**src/hw/vlsu_pkg.sv**
```systemverilog
package vlsu_pkg;

  //////////////////////////////////////////////////////////////////////
  // Widths

  localparam int unsigned ADDR_W = 32;
  localparam int unsigned DATA_W = 32;
  localparam int unsigned STRB_W = DATA_W / 8;
  // Vector length and element index, vl is 1 to 255
  localparam int unsigned VL_W   = 8;

  //////////////////////////////////////////////////////////////////////
  // Sequencer side

  typedef struct packed {
    logic                     is_store;
    logic [ADDR_W-1:0]        base_addr;
    // Byte stride, two's complement
    logic signed [ADDR_W-1:0] stride;
    logic [VL_W-1:0]          vl;
  } vlsu_req_t;

  typedef struct packed {
    logic [VL_W-1:0] vl;
  } addrgen_job_t;

  typedef struct packed {
    logic [VL_W-1:0]   idx;
    logic [DATA_W-1:0] data;
  } ldu_result_t;

  //////////////////////////////////////////////////////////////////////
  // Memory port channels

  typedef struct packed {
    logic [ADDR_W-1:0] addr;
  } mem_ar_t;

  typedef struct packed {
    logic [ADDR_W-1:0] addr;
  } mem_aw_t;

  typedef struct packed {
    logic [DATA_W-1:0] data;
    logic [STRB_W-1:0] strb;
  } mem_w_t;

  typedef struct packed {
    logic [DATA_W-1:0] data;
    logic              err;
  } mem_r_t;

  typedef struct packed {
    logic err;
  } mem_b_t;

  // Master-driven half of the port
  typedef struct packed {
    mem_ar_t ar;
    logic    ar_valid;
    mem_aw_t aw;
    logic    aw_valid;
    mem_w_t  w;
    logic    w_valid;
    logic    r_ready;
    logic    b_ready;
  } mem_req_t;

  // Slave-driven half of the port
  typedef struct packed {
    logic    ar_ready;
    logic    aw_ready;
    logic    w_ready;
    mem_r_t  r;
    logic    r_valid;
    mem_b_t  b;
    logic    b_valid;
  } mem_resp_t;

endpackage

```
**src/hw/vlsu_spill_reg.sv**
```systemverilog
module vlsu_spill_reg #(
  parameter type payload_t = logic
) (
  input  logic     clk_i,
  input  logic     rst_i,
  // Upstream side
  input  payload_t in_i,
  input  logic     in_valid_i,
  output logic     in_ready_o,
  // Downstream side
  output payload_t out_o,
  output logic     out_valid_o,
  input  logic     out_ready_i
);

  // Two slots, so ready never depends on the downstream ready
  payload_t   slot_q [2];
  logic       wr_ptr_q;
  logic       rd_ptr_q;
  logic [1:0] count_q;
  logic       push;
  logic       pop;

  assign in_ready_o  = (count_q != 2'd2);
  assign out_valid_o = (count_q != 2'd0);
  assign out_o       = slot_q[rd_ptr_q];

  assign push = in_valid_i && in_ready_o;
  assign pop  = out_valid_o && out_ready_i;

  always_ff @(posedge clk_i) begin
    if (rst_i) begin
      wr_ptr_q <= 1'b0;
      rd_ptr_q <= 1'b0;
      count_q  <= 2'd0;
    end else begin
      if (push)
        wr_ptr_q <= ~wr_ptr_q;
      if (pop)
        rd_ptr_q <= ~rd_ptr_q;
      case ({push, pop})
        2'b10:   count_q <= count_q + 2'd1;
        2'b01:   count_q <= count_q - 2'd1;
        default: count_q <= count_q;
      endcase
    end
  end

  always_ff @(posedge clk_i) begin
    if (push)
      slot_q[wr_ptr_q] <= in_i;
  end

endmodule

```
**src/hw/vlsu_addrgen.sv**
```systemverilog
module vlsu_addrgen import vlsu_pkg::*; (
  input  logic         clk_i,
  input  logic         rst_i,
  // Sequencer
  input  vlsu_req_t    req_i,
  input  logic         req_valid_i,
  output logic         req_ready_o,
  // Read address channel
  output mem_ar_t      ar_o,
  output logic         ar_valid_o,
  input  logic         ar_ready_i,
  // Write address channel
  output mem_aw_t      aw_o,
  output logic         aw_valid_o,
  input  logic         aw_ready_i,
  // Jobs for the load and store units
  output addrgen_job_t ldu_job_o,
  output logic         ldu_job_valid_o,
  input  logic         ldu_job_ready_i,
  output addrgen_job_t stu_job_o,
  output logic         stu_job_valid_o,
  input  logic         stu_job_ready_i
);

  typedef enum logic [1:0] {
    AG_IDLE,
    AG_HANDOFF,
    AG_ISSUE
  } ag_state_e;

  ag_state_e         state_q;
  ag_state_e         state_d;
  vlsu_req_t         req_q;
  logic [ADDR_W-1:0] addr_q;
  logic [VL_W-1:0]   elem_q;
  logic              accept;
  logic              job_fire;
  logic              addr_fire;
  logic              last_elem;

  assign req_ready_o = (state_q == AG_IDLE);
  assign accept      = req_valid_i && req_ready_o;

  //////////////////////////////////////////////////////////////////////
  // Job handoff

  assign ldu_job_o       = '{vl: req_q.vl};
  assign stu_job_o       = '{vl: req_q.vl};
  assign ldu_job_valid_o = (state_q == AG_HANDOFF) && !req_q.is_store;
  assign stu_job_valid_o = (state_q == AG_HANDOFF) && req_q.is_store;

  assign job_fire = (ldu_job_valid_o && ldu_job_ready_i) ||
                    (stu_job_valid_o && stu_job_ready_i);

  //////////////////////////////////////////////////////////////////////
  // Address issue

  // Same running address feeds both channels, is_store picks one
  assign ar_o       = '{addr: addr_q};
  assign aw_o       = '{addr: addr_q};
  assign ar_valid_o = (state_q == AG_ISSUE) && !req_q.is_store;
  assign aw_valid_o = (state_q == AG_ISSUE) && req_q.is_store;

  assign addr_fire = (ar_valid_o && ar_ready_i) || (aw_valid_o && aw_ready_i);
  assign last_elem = (elem_q == req_q.vl - 1'b1);

  always_comb begin
    state_d = state_q;
    case (state_q)
      AG_IDLE: begin
        if (accept)
          state_d = AG_HANDOFF;
      end
      AG_HANDOFF: begin
        if (job_fire)
          state_d = AG_ISSUE;
      end
      AG_ISSUE: begin
        if (addr_fire && last_elem)
          state_d = AG_IDLE;
      end
      default: state_d = AG_IDLE;
    endcase
  end

  always_ff @(posedge clk_i) begin
    if (rst_i)
      state_q <= AG_IDLE;
    else
      state_q <= state_d;
  end

  // Instruction copy, element counter and running address
  always_ff @(posedge clk_i) begin
    if (accept) begin
      req_q  <= req_i;
      addr_q <= req_i.base_addr;
      elem_q <= '0;
    end else if (addr_fire) begin
      // Wraps modulo 2^32, negative strides included
      addr_q <= addr_q + req_q.stride;
      elem_q <= elem_q + 1'b1;
    end
  end

endmodule

```
**src/hw/vlsu_load_unit.sv**
```systemverilog
module vlsu_load_unit import vlsu_pkg::*; (
  input  logic         clk_i,
  input  logic         rst_i,
  // Job from the address generator
  input  addrgen_job_t job_i,
  input  logic         job_valid_i,
  output logic         job_ready_o,
  // Read data channel
  input  mem_r_t       r_i,
  input  logic         r_valid_i,
  output logic         r_ready_o,
  // Results toward the lanes
  output ldu_result_t  ldu_result_o,
  output logic         ldu_result_valid_o,
  input  logic         ldu_result_ready_i,
  // Completion
  output logic         load_complete_o,
  output logic         load_error_o
);

  logic            busy_q;
  logic [VL_W-1:0] vl_q;
  logic [VL_W-1:0] idx_q;
  logic            err_q;
  logic            complete_q;
  logic            error_q;
  logic            job_fire;
  logic            res_fire;
  logic            last_res;

  assign job_ready_o = !busy_q;
  assign job_fire    = job_valid_i && job_ready_o;

  // Read beat passes straight through, lane stall holds the R channel
  assign ldu_result_valid_o = busy_q && r_valid_i;
  assign r_ready_o          = busy_q && ldu_result_ready_i;
  assign ldu_result_o       = '{idx: idx_q, data: r_i.data};

  assign res_fire = ldu_result_valid_o && ldu_result_ready_i;
  assign last_res = (idx_q == vl_q - 1'b1);

  assign load_complete_o = complete_q;
  assign load_error_o    = error_q;

  always_ff @(posedge clk_i) begin
    if (rst_i) begin
      busy_q     <= 1'b0;
      err_q      <= 1'b0;
      complete_q <= 1'b0;
      error_q    <= 1'b0;
    end else begin
      complete_q <= res_fire && last_res;
      error_q    <= res_fire && last_res && (err_q || r_i.err);
      if (job_fire) begin
        busy_q <= 1'b1;
        err_q  <= 1'b0;
      end else if (res_fire) begin
        err_q <= err_q || r_i.err;
        if (last_res)
          busy_q <= 1'b0;
      end
    end
  end

  // Element index of the next result
  always_ff @(posedge clk_i) begin
    if (job_fire) begin
      vl_q  <= job_i.vl;
      idx_q <= '0;
    end else if (res_fire) begin
      idx_q <= idx_q + 1'b1;
    end
  end

endmodule

```
**src/hw/vlsu_store_unit.sv**
```systemverilog
module vlsu_store_unit import vlsu_pkg::*; (
  input  logic              clk_i,
  input  logic              rst_i,
  // Job from the address generator
  input  addrgen_job_t      job_i,
  input  logic              job_valid_i,
  output logic              job_ready_o,
  // Store operands from the lanes
  input  logic [DATA_W-1:0] stu_operand_i,
  input  logic              stu_operand_valid_i,
  output logic              stu_operand_ready_o,
  // Write data channel
  output mem_w_t            w_o,
  output logic              w_valid_o,
  input  logic              w_ready_i,
  // Write response channel
  input  mem_b_t            b_i,
  input  logic              b_valid_i,
  output logic              b_ready_o,
  // Completion
  output logic              store_complete_o,
  output logic              store_error_o
);

  logic            busy_q;
  logic [VL_W-1:0] vl_q;
  logic [VL_W-1:0] sent_q;
  logic [VL_W-1:0] resp_q;
  logic            err_q;
  logic            complete_q;
  logic            error_q;
  logic            job_fire;
  logic            beats_left;
  logic            w_fire;
  logic            b_fire;
  logic            last_resp;

  assign job_ready_o = !busy_q;
  assign job_fire    = job_valid_i && job_ready_o;

  //////////////////////////////////////////////////////////////////////
  // Write beats

  assign beats_left = busy_q && (sent_q != vl_q);

  assign w_o                 = '{data: stu_operand_i, strb: '1};
  assign w_valid_o           = beats_left && stu_operand_valid_i;
  assign stu_operand_ready_o = beats_left && w_ready_i;
  assign w_fire              = w_valid_o && w_ready_i;

  //////////////////////////////////////////////////////////////////////
  // Write responses

  // Responses are counted apart from beats, data may run ahead
  assign b_ready_o = busy_q;
  assign b_fire    = b_valid_i && b_ready_o;
  assign last_resp = (resp_q == vl_q - 1'b1);

  assign store_complete_o = complete_q;
  assign store_error_o    = error_q;

  always_ff @(posedge clk_i) begin
    if (rst_i) begin
      busy_q     <= 1'b0;
      err_q      <= 1'b0;
      complete_q <= 1'b0;
      error_q    <= 1'b0;
    end else begin
      complete_q <= b_fire && last_resp;
      error_q    <= b_fire && last_resp && (err_q || b_i.err);
      if (job_fire) begin
        busy_q <= 1'b1;
        err_q  <= 1'b0;
      end else if (b_fire) begin
        err_q <= err_q || b_i.err;
        if (last_resp)
          busy_q <= 1'b0;
      end
    end
  end

  always_ff @(posedge clk_i) begin
    if (job_fire) begin
      vl_q   <= job_i.vl;
      sent_q <= '0;
      resp_q <= '0;
    end else begin
      if (w_fire)
        sent_q <= sent_q + 1'b1;
      if (b_fire)
        resp_q <= resp_q + 1'b1;
    end
  end

endmodule

```
**src/hw/vlsu.sv**
```systemverilog
module vlsu import vlsu_pkg::*; (
  input  logic              clk_i,
  input  logic              rst_i,
  // Sequencer
  input  vlsu_req_t         req_i,
  input  logic              req_valid_i,
  output logic              req_ready_o,
  // Memory port
  output mem_req_t          mem_req_o,
  input  mem_resp_t         mem_resp_i,
  // Store operands
  input  logic [DATA_W-1:0] stu_operand_i,
  input  logic              stu_operand_valid_i,
  output logic              stu_operand_ready_o,
  // Load results
  output ldu_result_t       ldu_result_o,
  output logic              ldu_result_valid_o,
  input  logic              ldu_result_ready_i,
  // Completion
  output logic              load_complete_o,
  output logic              load_error_o,
  output logic              store_complete_o,
  output logic              store_error_o
);

  // Unit side of each channel slice
  mem_ar_t      ar;
  logic         ar_valid, ar_ready;
  mem_aw_t      aw;
  logic         aw_valid, aw_ready;
  mem_w_t       w;
  logic         w_valid, w_ready;
  mem_r_t       r;
  logic         r_valid, r_ready;
  mem_b_t       b;
  logic         b_valid, b_ready;
  // Memory side of each channel slice
  mem_ar_t      mem_ar;
  mem_aw_t      mem_aw;
  mem_w_t       mem_w;
  logic         mem_ar_valid, mem_aw_valid, mem_w_valid;
  logic         mem_r_ready, mem_b_ready;
  // Jobs
  addrgen_job_t ldu_job, stu_job;
  logic         ldu_job_valid, ldu_job_ready;
  logic         stu_job_valid, stu_job_ready;

  assign mem_req_o = '{ar: mem_ar, ar_valid: mem_ar_valid, aw: mem_aw, aw_valid: mem_aw_valid,
                       w: mem_w, w_valid: mem_w_valid, r_ready: mem_r_ready,
                       b_ready: mem_b_ready};

  //////////////////////////////////////////////////////////////////////
  // Channel slices

  vlsu_spill_reg #(.payload_t(mem_ar_t)) i_ar_spill (
    .clk_i, .rst_i, .in_i(ar), .in_valid_i(ar_valid), .in_ready_o(ar_ready),
    .out_o(mem_ar), .out_valid_o(mem_ar_valid), .out_ready_i(mem_resp_i.ar_ready)
  );

  vlsu_spill_reg #(.payload_t(mem_aw_t)) i_aw_spill (
    .clk_i, .rst_i, .in_i(aw), .in_valid_i(aw_valid), .in_ready_o(aw_ready),
    .out_o(mem_aw), .out_valid_o(mem_aw_valid), .out_ready_i(mem_resp_i.aw_ready)
  );

  vlsu_spill_reg #(.payload_t(mem_w_t)) i_w_spill (
    .clk_i, .rst_i, .in_i(w), .in_valid_i(w_valid), .in_ready_o(w_ready),
    .out_o(mem_w), .out_valid_o(mem_w_valid), .out_ready_i(mem_resp_i.w_ready)
  );

  vlsu_spill_reg #(.payload_t(mem_r_t)) i_r_spill (
    .clk_i, .rst_i, .in_i(mem_resp_i.r), .in_valid_i(mem_resp_i.r_valid),
    .in_ready_o(mem_r_ready), .out_o(r), .out_valid_o(r_valid), .out_ready_i(r_ready)
  );

  vlsu_spill_reg #(.payload_t(mem_b_t)) i_b_spill (
    .clk_i, .rst_i, .in_i(mem_resp_i.b), .in_valid_i(mem_resp_i.b_valid),
    .in_ready_o(mem_b_ready), .out_o(b), .out_valid_o(b_valid), .out_ready_i(b_ready)
  );

  //////////////////////////////////////////////////////////////////////
  // Address generator, load unit, store unit

  vlsu_addrgen i_addrgen (
    .clk_i, .rst_i, .req_i, .req_valid_i, .req_ready_o,
    .ar_o(ar), .ar_valid_o(ar_valid), .ar_ready_i(ar_ready),
    .aw_o(aw), .aw_valid_o(aw_valid), .aw_ready_i(aw_ready),
    .ldu_job_o(ldu_job), .ldu_job_valid_o(ldu_job_valid), .ldu_job_ready_i(ldu_job_ready),
    .stu_job_o(stu_job), .stu_job_valid_o(stu_job_valid), .stu_job_ready_i(stu_job_ready)
  );

  vlsu_load_unit i_load_unit (
    .clk_i, .rst_i,
    .job_i(ldu_job), .job_valid_i(ldu_job_valid), .job_ready_o(ldu_job_ready),
    .r_i(r), .r_valid_i(r_valid), .r_ready_o(r_ready),
    .ldu_result_o, .ldu_result_valid_o, .ldu_result_ready_i,
    .load_complete_o, .load_error_o
  );

  vlsu_store_unit i_store_unit (
    .clk_i, .rst_i,
    .job_i(stu_job), .job_valid_i(stu_job_valid), .job_ready_o(stu_job_ready),
    .stu_operand_i, .stu_operand_valid_i, .stu_operand_ready_o,
    .w_o(w), .w_valid_o(w_valid), .w_ready_i(w_ready),
    .b_i(b), .b_valid_i(b_valid), .b_ready_o(b_ready),
    .store_complete_o, .store_error_o
  );

endmodule

```
**config.mk**
```make
export PLATFORM = sky130hd
export DESIGN_NAME = vlsu
export DESIGN_NICKNAME = d
export VERILOG_FILES = /design/src/hw/vlsu_pkg.sv /design/src/hw/vlsu_spill_reg.sv /design/src/hw/vlsu_addrgen.sv /design/src/hw/vlsu_load_unit.sv /design/src/hw/vlsu_store_unit.sv /design/src/hw/vlsu.sv
export SDC_FILE = /design/constraint.sdc
export NUM_CORES = 1
export LEC_CHECK = 0
export ABC_CLOCK_PERIOD_IN_PS = 4300
export BUFFER_PORTS_ARGS = -buffer_cell sky130_fd_sc_hd__buf_2
export CORE_ASPECT_RATIO = 2
export CORE_MARGIN = 4
export CORE_UTILIZATION = 57
export CTS_CLUSTER_DIAMETER = 50
export DETAILED_ROUTE_END_ITERATION = 10
export GPL_ROUTABILITY_DRIVEN = 0
export PLACE_DENSITY_LB_ADDON = 0.12
export SYNTH_ARGS = -nofsm -noshare
export SYNTH_HDL_FRONTEND = slang
export SYNTH_HIERARCHICAL = 1
export SYNTH_SLANG_ARGS = --single-unit
```
**constraint.sdc**
```tcl
create_clock -name clk_i -period 4.3 [get_ports clk_i]
set_input_delay 0.86 -clock clk_i [delete_from_list [all_inputs] [get_ports clk_i]]
set_output_delay 0.86 -clock clk_i [all_outputs]
set_load 0.01 [all_outputs]
```
==> results.yml <==
status:
  outcome: "finished, final reports clean"
run:
  max-cap-violations: 0
worst_setup_path:
  worstSetupStartpointType: "flip-flop"
  timing.critical_path.max_delay_family: "compound AO/OA/AOI/OAI gates"
  rr_endpoint: "i_addrgen/ar_o[28]"
  r2r_slack_ns: 1.23
  worst_r2r_path_depth: 10
  worst_ep_required_time_ns: 4.58
  critical_path.max_stage_delay_ns: 0.50
  crit_path_cell_trace: "ha_1, inv_1, fa_1, nand2b_1, a21oi_1, o21ai_0, nand3_1, a31oi_1, o22ai_1, mux2_2"
  timing.critical_path.buf_inv: 1
  critical_path.max_fanout: 5
  path_class: "flip-flop to flip-flop"
  worst_path_max_delay_cell: "sky130_fd_sc_hd__a31oi_1"
  worst_r2r_start: "i_addrgen/ar_o[0]"
  cp-end-kind: "flip-flop"
  worst_ep_arrival_time_ns: 3.35
timing:
  grt_setup_unrepaired: "no"
  final_critical_path_share_of_the_clock_period: 0.7136
  final.setup_skew_ns: 0.01480
  finalSetupTns_ns: 0
  timing.fmax_ghz: 0.3259
  maxSlewHeadroom: 0.2995
  timing.final.ws_setup_ns: 1.231
  tightest_slew_ns: 1.051
  max_slew_vio_count: 0
  final_period_minus_worst_setup_slack_ns: 3.069
  report.final.hold_viol_count: 0
  timing.final.setup_violations: 0
min_path:
  timing.hold.worst_endpoint: "i_addrgen/ldu_job_o[3]"
  hp-start: "req_i[3]"
  timing.hold.worst_path_depth: 1
  hold_path_class: "input pin to flip-flop"
finish:
  share_of_post_route_cells_with_drive_strength_above_1: 0.3383
  highest_count_cells_in_the_layout_ignoring_fill_and_taps: "sky130_fd_sc_hd__edfxtp_1, sky130_fd_sc_hd__buf_2, sky130_fd_sc_hd__mux2_2"
  multi_input_comb_area_um2: 5796
  layout.cells.most_common: "sky130_fd_sc_hd__edfxtp_1"
  final_core_util: 0.6516
  num-fill-cells: 2473
  layoutNonFillerInstCount: 2043
  design.final.nets: 1773
  areaGrowthSynthToFinish_pct: 12.97
  sequential_cell_area_um2: 12060
cts:
  postCtsHoldBufs: 0
  cts_tree: "done"
  cts_resized: 0
  insertion_delay_ns: 0.53
  cts-buffers-inserted: 38
  cts_post_setup_buffers_inserted: 0
  clk_root_buffer_cell: "sky130_fd_sc_hd__clkbuf_16"
  cts_htree_levels: 2
  clkSinkCount: 424
  max-clock-path-buffers: 3
  clk_pin_slew_worst_paths_ns: 0.07
synthesis:
  edff_count_synth: 357
  sequential_area_share_after_synthesis: 0.6350
  dominantRegCellSynth: "sky130_fd_sc_hd__edfxtp_1"
  mean_instance_size_in_the_synthesized_netlist_um2: 13.81
  syn_area_um2: 19000
  synth_warnings: 6
  flip_flop_and_latch_count_after_synthesis: 424
  postSynth.asyncResetShare: 0
  synth_cell_types: 74
  netlist_instances: 1376
global_routing:
  grt_overflow_total: 0
  grt_start_max_net_pins: 43
  number_of_antenna_violations_at_the_first_check_in_global_routing: 4
  grt.total_usage: 0.2188
  grt_pass1_vias: 11480
  first_pass_grt_wire_length_um: 61190
placed_design:
  post_placement_setup_slack_ns: 1.210
  place_hpwl_um: 29140
  numPortBuffers: 300
  placed_cells_incl_taps: 1972
die:
  dieArea_um2: 36490
  core_area_um2: 32930
  die_x_um: 137.1
  placement_rows: 94
  dieHeight_um: 266.2
  starting_density: 0.5768
  floorplan.io_pins: 301
pwr:
  ir_worst_vdd_v: 0.0004035
  leakage_uw: 0.008090
  cellPowerDensity_nw_per_um2: 512.9
detailed_routing:
  detail_routed_via_count_per_cell: 5.481
  detailed_route_wire_length_um: 40540
  antenna_violating_nets_post_route: 0
  drc: 0
  wl_per_cell_um: 19.84
  detailedRoute.firstIterationViolations: 490
  route.vias.total: 11200
  detailed_router_iteration_count_before_antenna_repair: 4
## cells in the mapped netlist (6+ instances only)
library cell | instances | share of area
sky130_fd_sc_hd__buf_2 | 19 | 0.0050
sky130_fd_sc_hd__o31ai_1 | 6 | 0.0024
sky130_fd_sc_hd__o21bai_1 | 7 | 0.0028
sky130_fd_sc_hd__inv_1 | 26 | 0.0051
sky130_fd_sc_hd__nand3_1 | 22 | 0.0058
sky130_fd_sc_hd__nand2_1 | 64 | 0.013
sky130_fd_sc_hd__xor2_1 | 56 | 0.026
sky130_fd_sc_hd__o21a_1 | 10 | 0.0040
sky130_fd_sc_hd__ha_1 | 43 | 0.028
sky130_fd_sc_hd__nor2_1 | 98 | 0.019
sky130_fd_sc_hd__dfxtp_1 | 67 | 0.071
sky130_fd_sc_hd__o21ai_0 | 37 | 0.0097
sky130_fd_sc_hd__a21oi_1 | 63 | 0.017
sky130_fd_sc_hd__or2_2 | 7 | 0.0023
sky130_fd_sc_hd__nand2b_1 | 12 | 0.0040
sky130_fd_sc_hd__or3_1 | 9 | 0.0030
sky130_fd_sc_hd__edfxtp_1 | 357 | 0.56
sky130_fd_sc_hd__nor3_1 | 13 | 0.0034
sky130_fd_sc_hd__nand3b_1 | 9 | 0.0036
sky130_fd_sc_hd__and3_1 | 16 | 0.0053
sky130_fd_sc_hd__mux2i_1 | 11 | 0.0058
sky130_fd_sc_hd__clkbuf_1 | 14 | 0.0028
sky130_fd_sc_hd__mux2_2 | 133 | 0.079
sky130_fd_sc_hd__xnor2_1 | 51 | 0.024
sky130_fd_sc_hd__nand4_1 | 13 | 0.0043
sky130_fd_sc_hd__buf_4 | 121 | 0.048
## cell families after synthesis
kind of cell             synth area share
multiplexers                      0.08780
flip-flops                         0.6350
buffers and inverters             0.06132
AO/OA/AOI/OAI                     0.06086
other                           0.0001974
AND/OR/NAND/NOR                   0.07614
XOR/XNOR                          0.04933
adder cells (fa/ha/maj)           0.02938
## registers in the layout, indices dropped and copies added, names as in the netlist, 2 cells and up, named ones only
| signal | flops |
|---|---|
| i_w_spill/count_q | 2 |
| i_store_unit/sent_q | 8 |
| i_addrgen/ldu_job_o | 8 |
| i_addrgen/ar_o | 32 |
| i_aw_spill/slot_q | 64 |
| i_store_unit/vl_q | 8 |
| i_w_spill/slot_q | 72 |
| i_b_spill/count_q | 2 |
| i_addrgen/req_q | 33 |
| i_aw_spill/count_q | 2 |
| i_b_spill/slot_q | 2 |
| i_ar_spill/count_q | 2 |
| i_load_unit/idx_q | 8 |
| i_r_spill/slot_q | 66 |
| i_r_spill/count_q | 2 |
| i_ar_spill/slot_q | 64 |
| i_store_unit/resp_q | 8 |
| i_load_unit/vl_q | 8 |
| i_addrgen/elem_q | 8 |
| i_addrgen/state_q | 2 |
## through the flow
step                hold WS [ns]  total power [µW]  instance area (µm²)
global route              0.4832             11520                21460
global placement          0.4818              7470                20130
floorplan                 0.4678              7040                19010
finish                    0.5008             11010                21460
detailed placement        0.5006              7538                20130
CTS                       0.4756             11110                21450
## worst reg2reg max path: cells and delay by family (launching register included)
family / cells / cell delay [ns]
multiplexers: 1 / 0.29
flip-flops: 1 / 0.43
buffers and inverters: 1 / 0.07
AO/OA/AOI/OAI: 4 / 1.22
AND/OR/NAND/NOR: 2 / 0.37
adder cells (fa/ha/maj): 2 / 0.45
## where the power goes
part	total (µW)	internal, µW	leakage, µW	switching, µW
logic	2220	960	0.00362	1260
clock network	3550	2110	0.000641	1440
registers	5230	4970	0.00383	264
total	11000	8040	0.00809	2960
## layer usage
metal,part of all wire,track usage,vias to the layer above
met1,0.35,0.2265,5438
met4,0.037,0.08153,2
met5,0.00017,0,-
met2,0.56,0.4249,336
met3,0.055,0.04006,85
li1,-,-,5336
## worst max-delay path by stage
| stage | from | endpoint | slack [ns] | cells after the start |
|---|---|---|---|---|
| global route | i_addrgen/ar_o[0] | i_addrgen/ar_o[28] | 1.05 | 10 |
| CTS | i_addrgen/ar_o[0] | i_addrgen/ar_o[24] | 1.19 | 10 |
| floorplan | i_aw_spill/count_q[0] | i_addrgen/ar_o[0] | 0.88 | 3 |
| global placement | i_addrgen/ar_o[0] | i_addrgen/ar_o[28] | 1.23 | 10 |
| detailed placement | i_addrgen/ar_o[0] | i_addrgen/ar_o[28] | 1.21 | 10 |
| finish | i_addrgen/ar_o[0] | i_addrgen/ar_o[28] | 1.23 | 10 |
## layout make-up
type                            count  share of cell area
Tap cell                          432             0.02519
Antenna cell                        3           0.0003498
Timing Repair Buffer              317             0.07591
Clock buffer                       52             0.05160
Multi-Input combinational cell    772              0.2701
Clock inverter                     16             0.01009
Sequential cell                   424              0.5621
Inverter                           27            0.004723
Note: power is estimated with default switching activity, not from simulation.
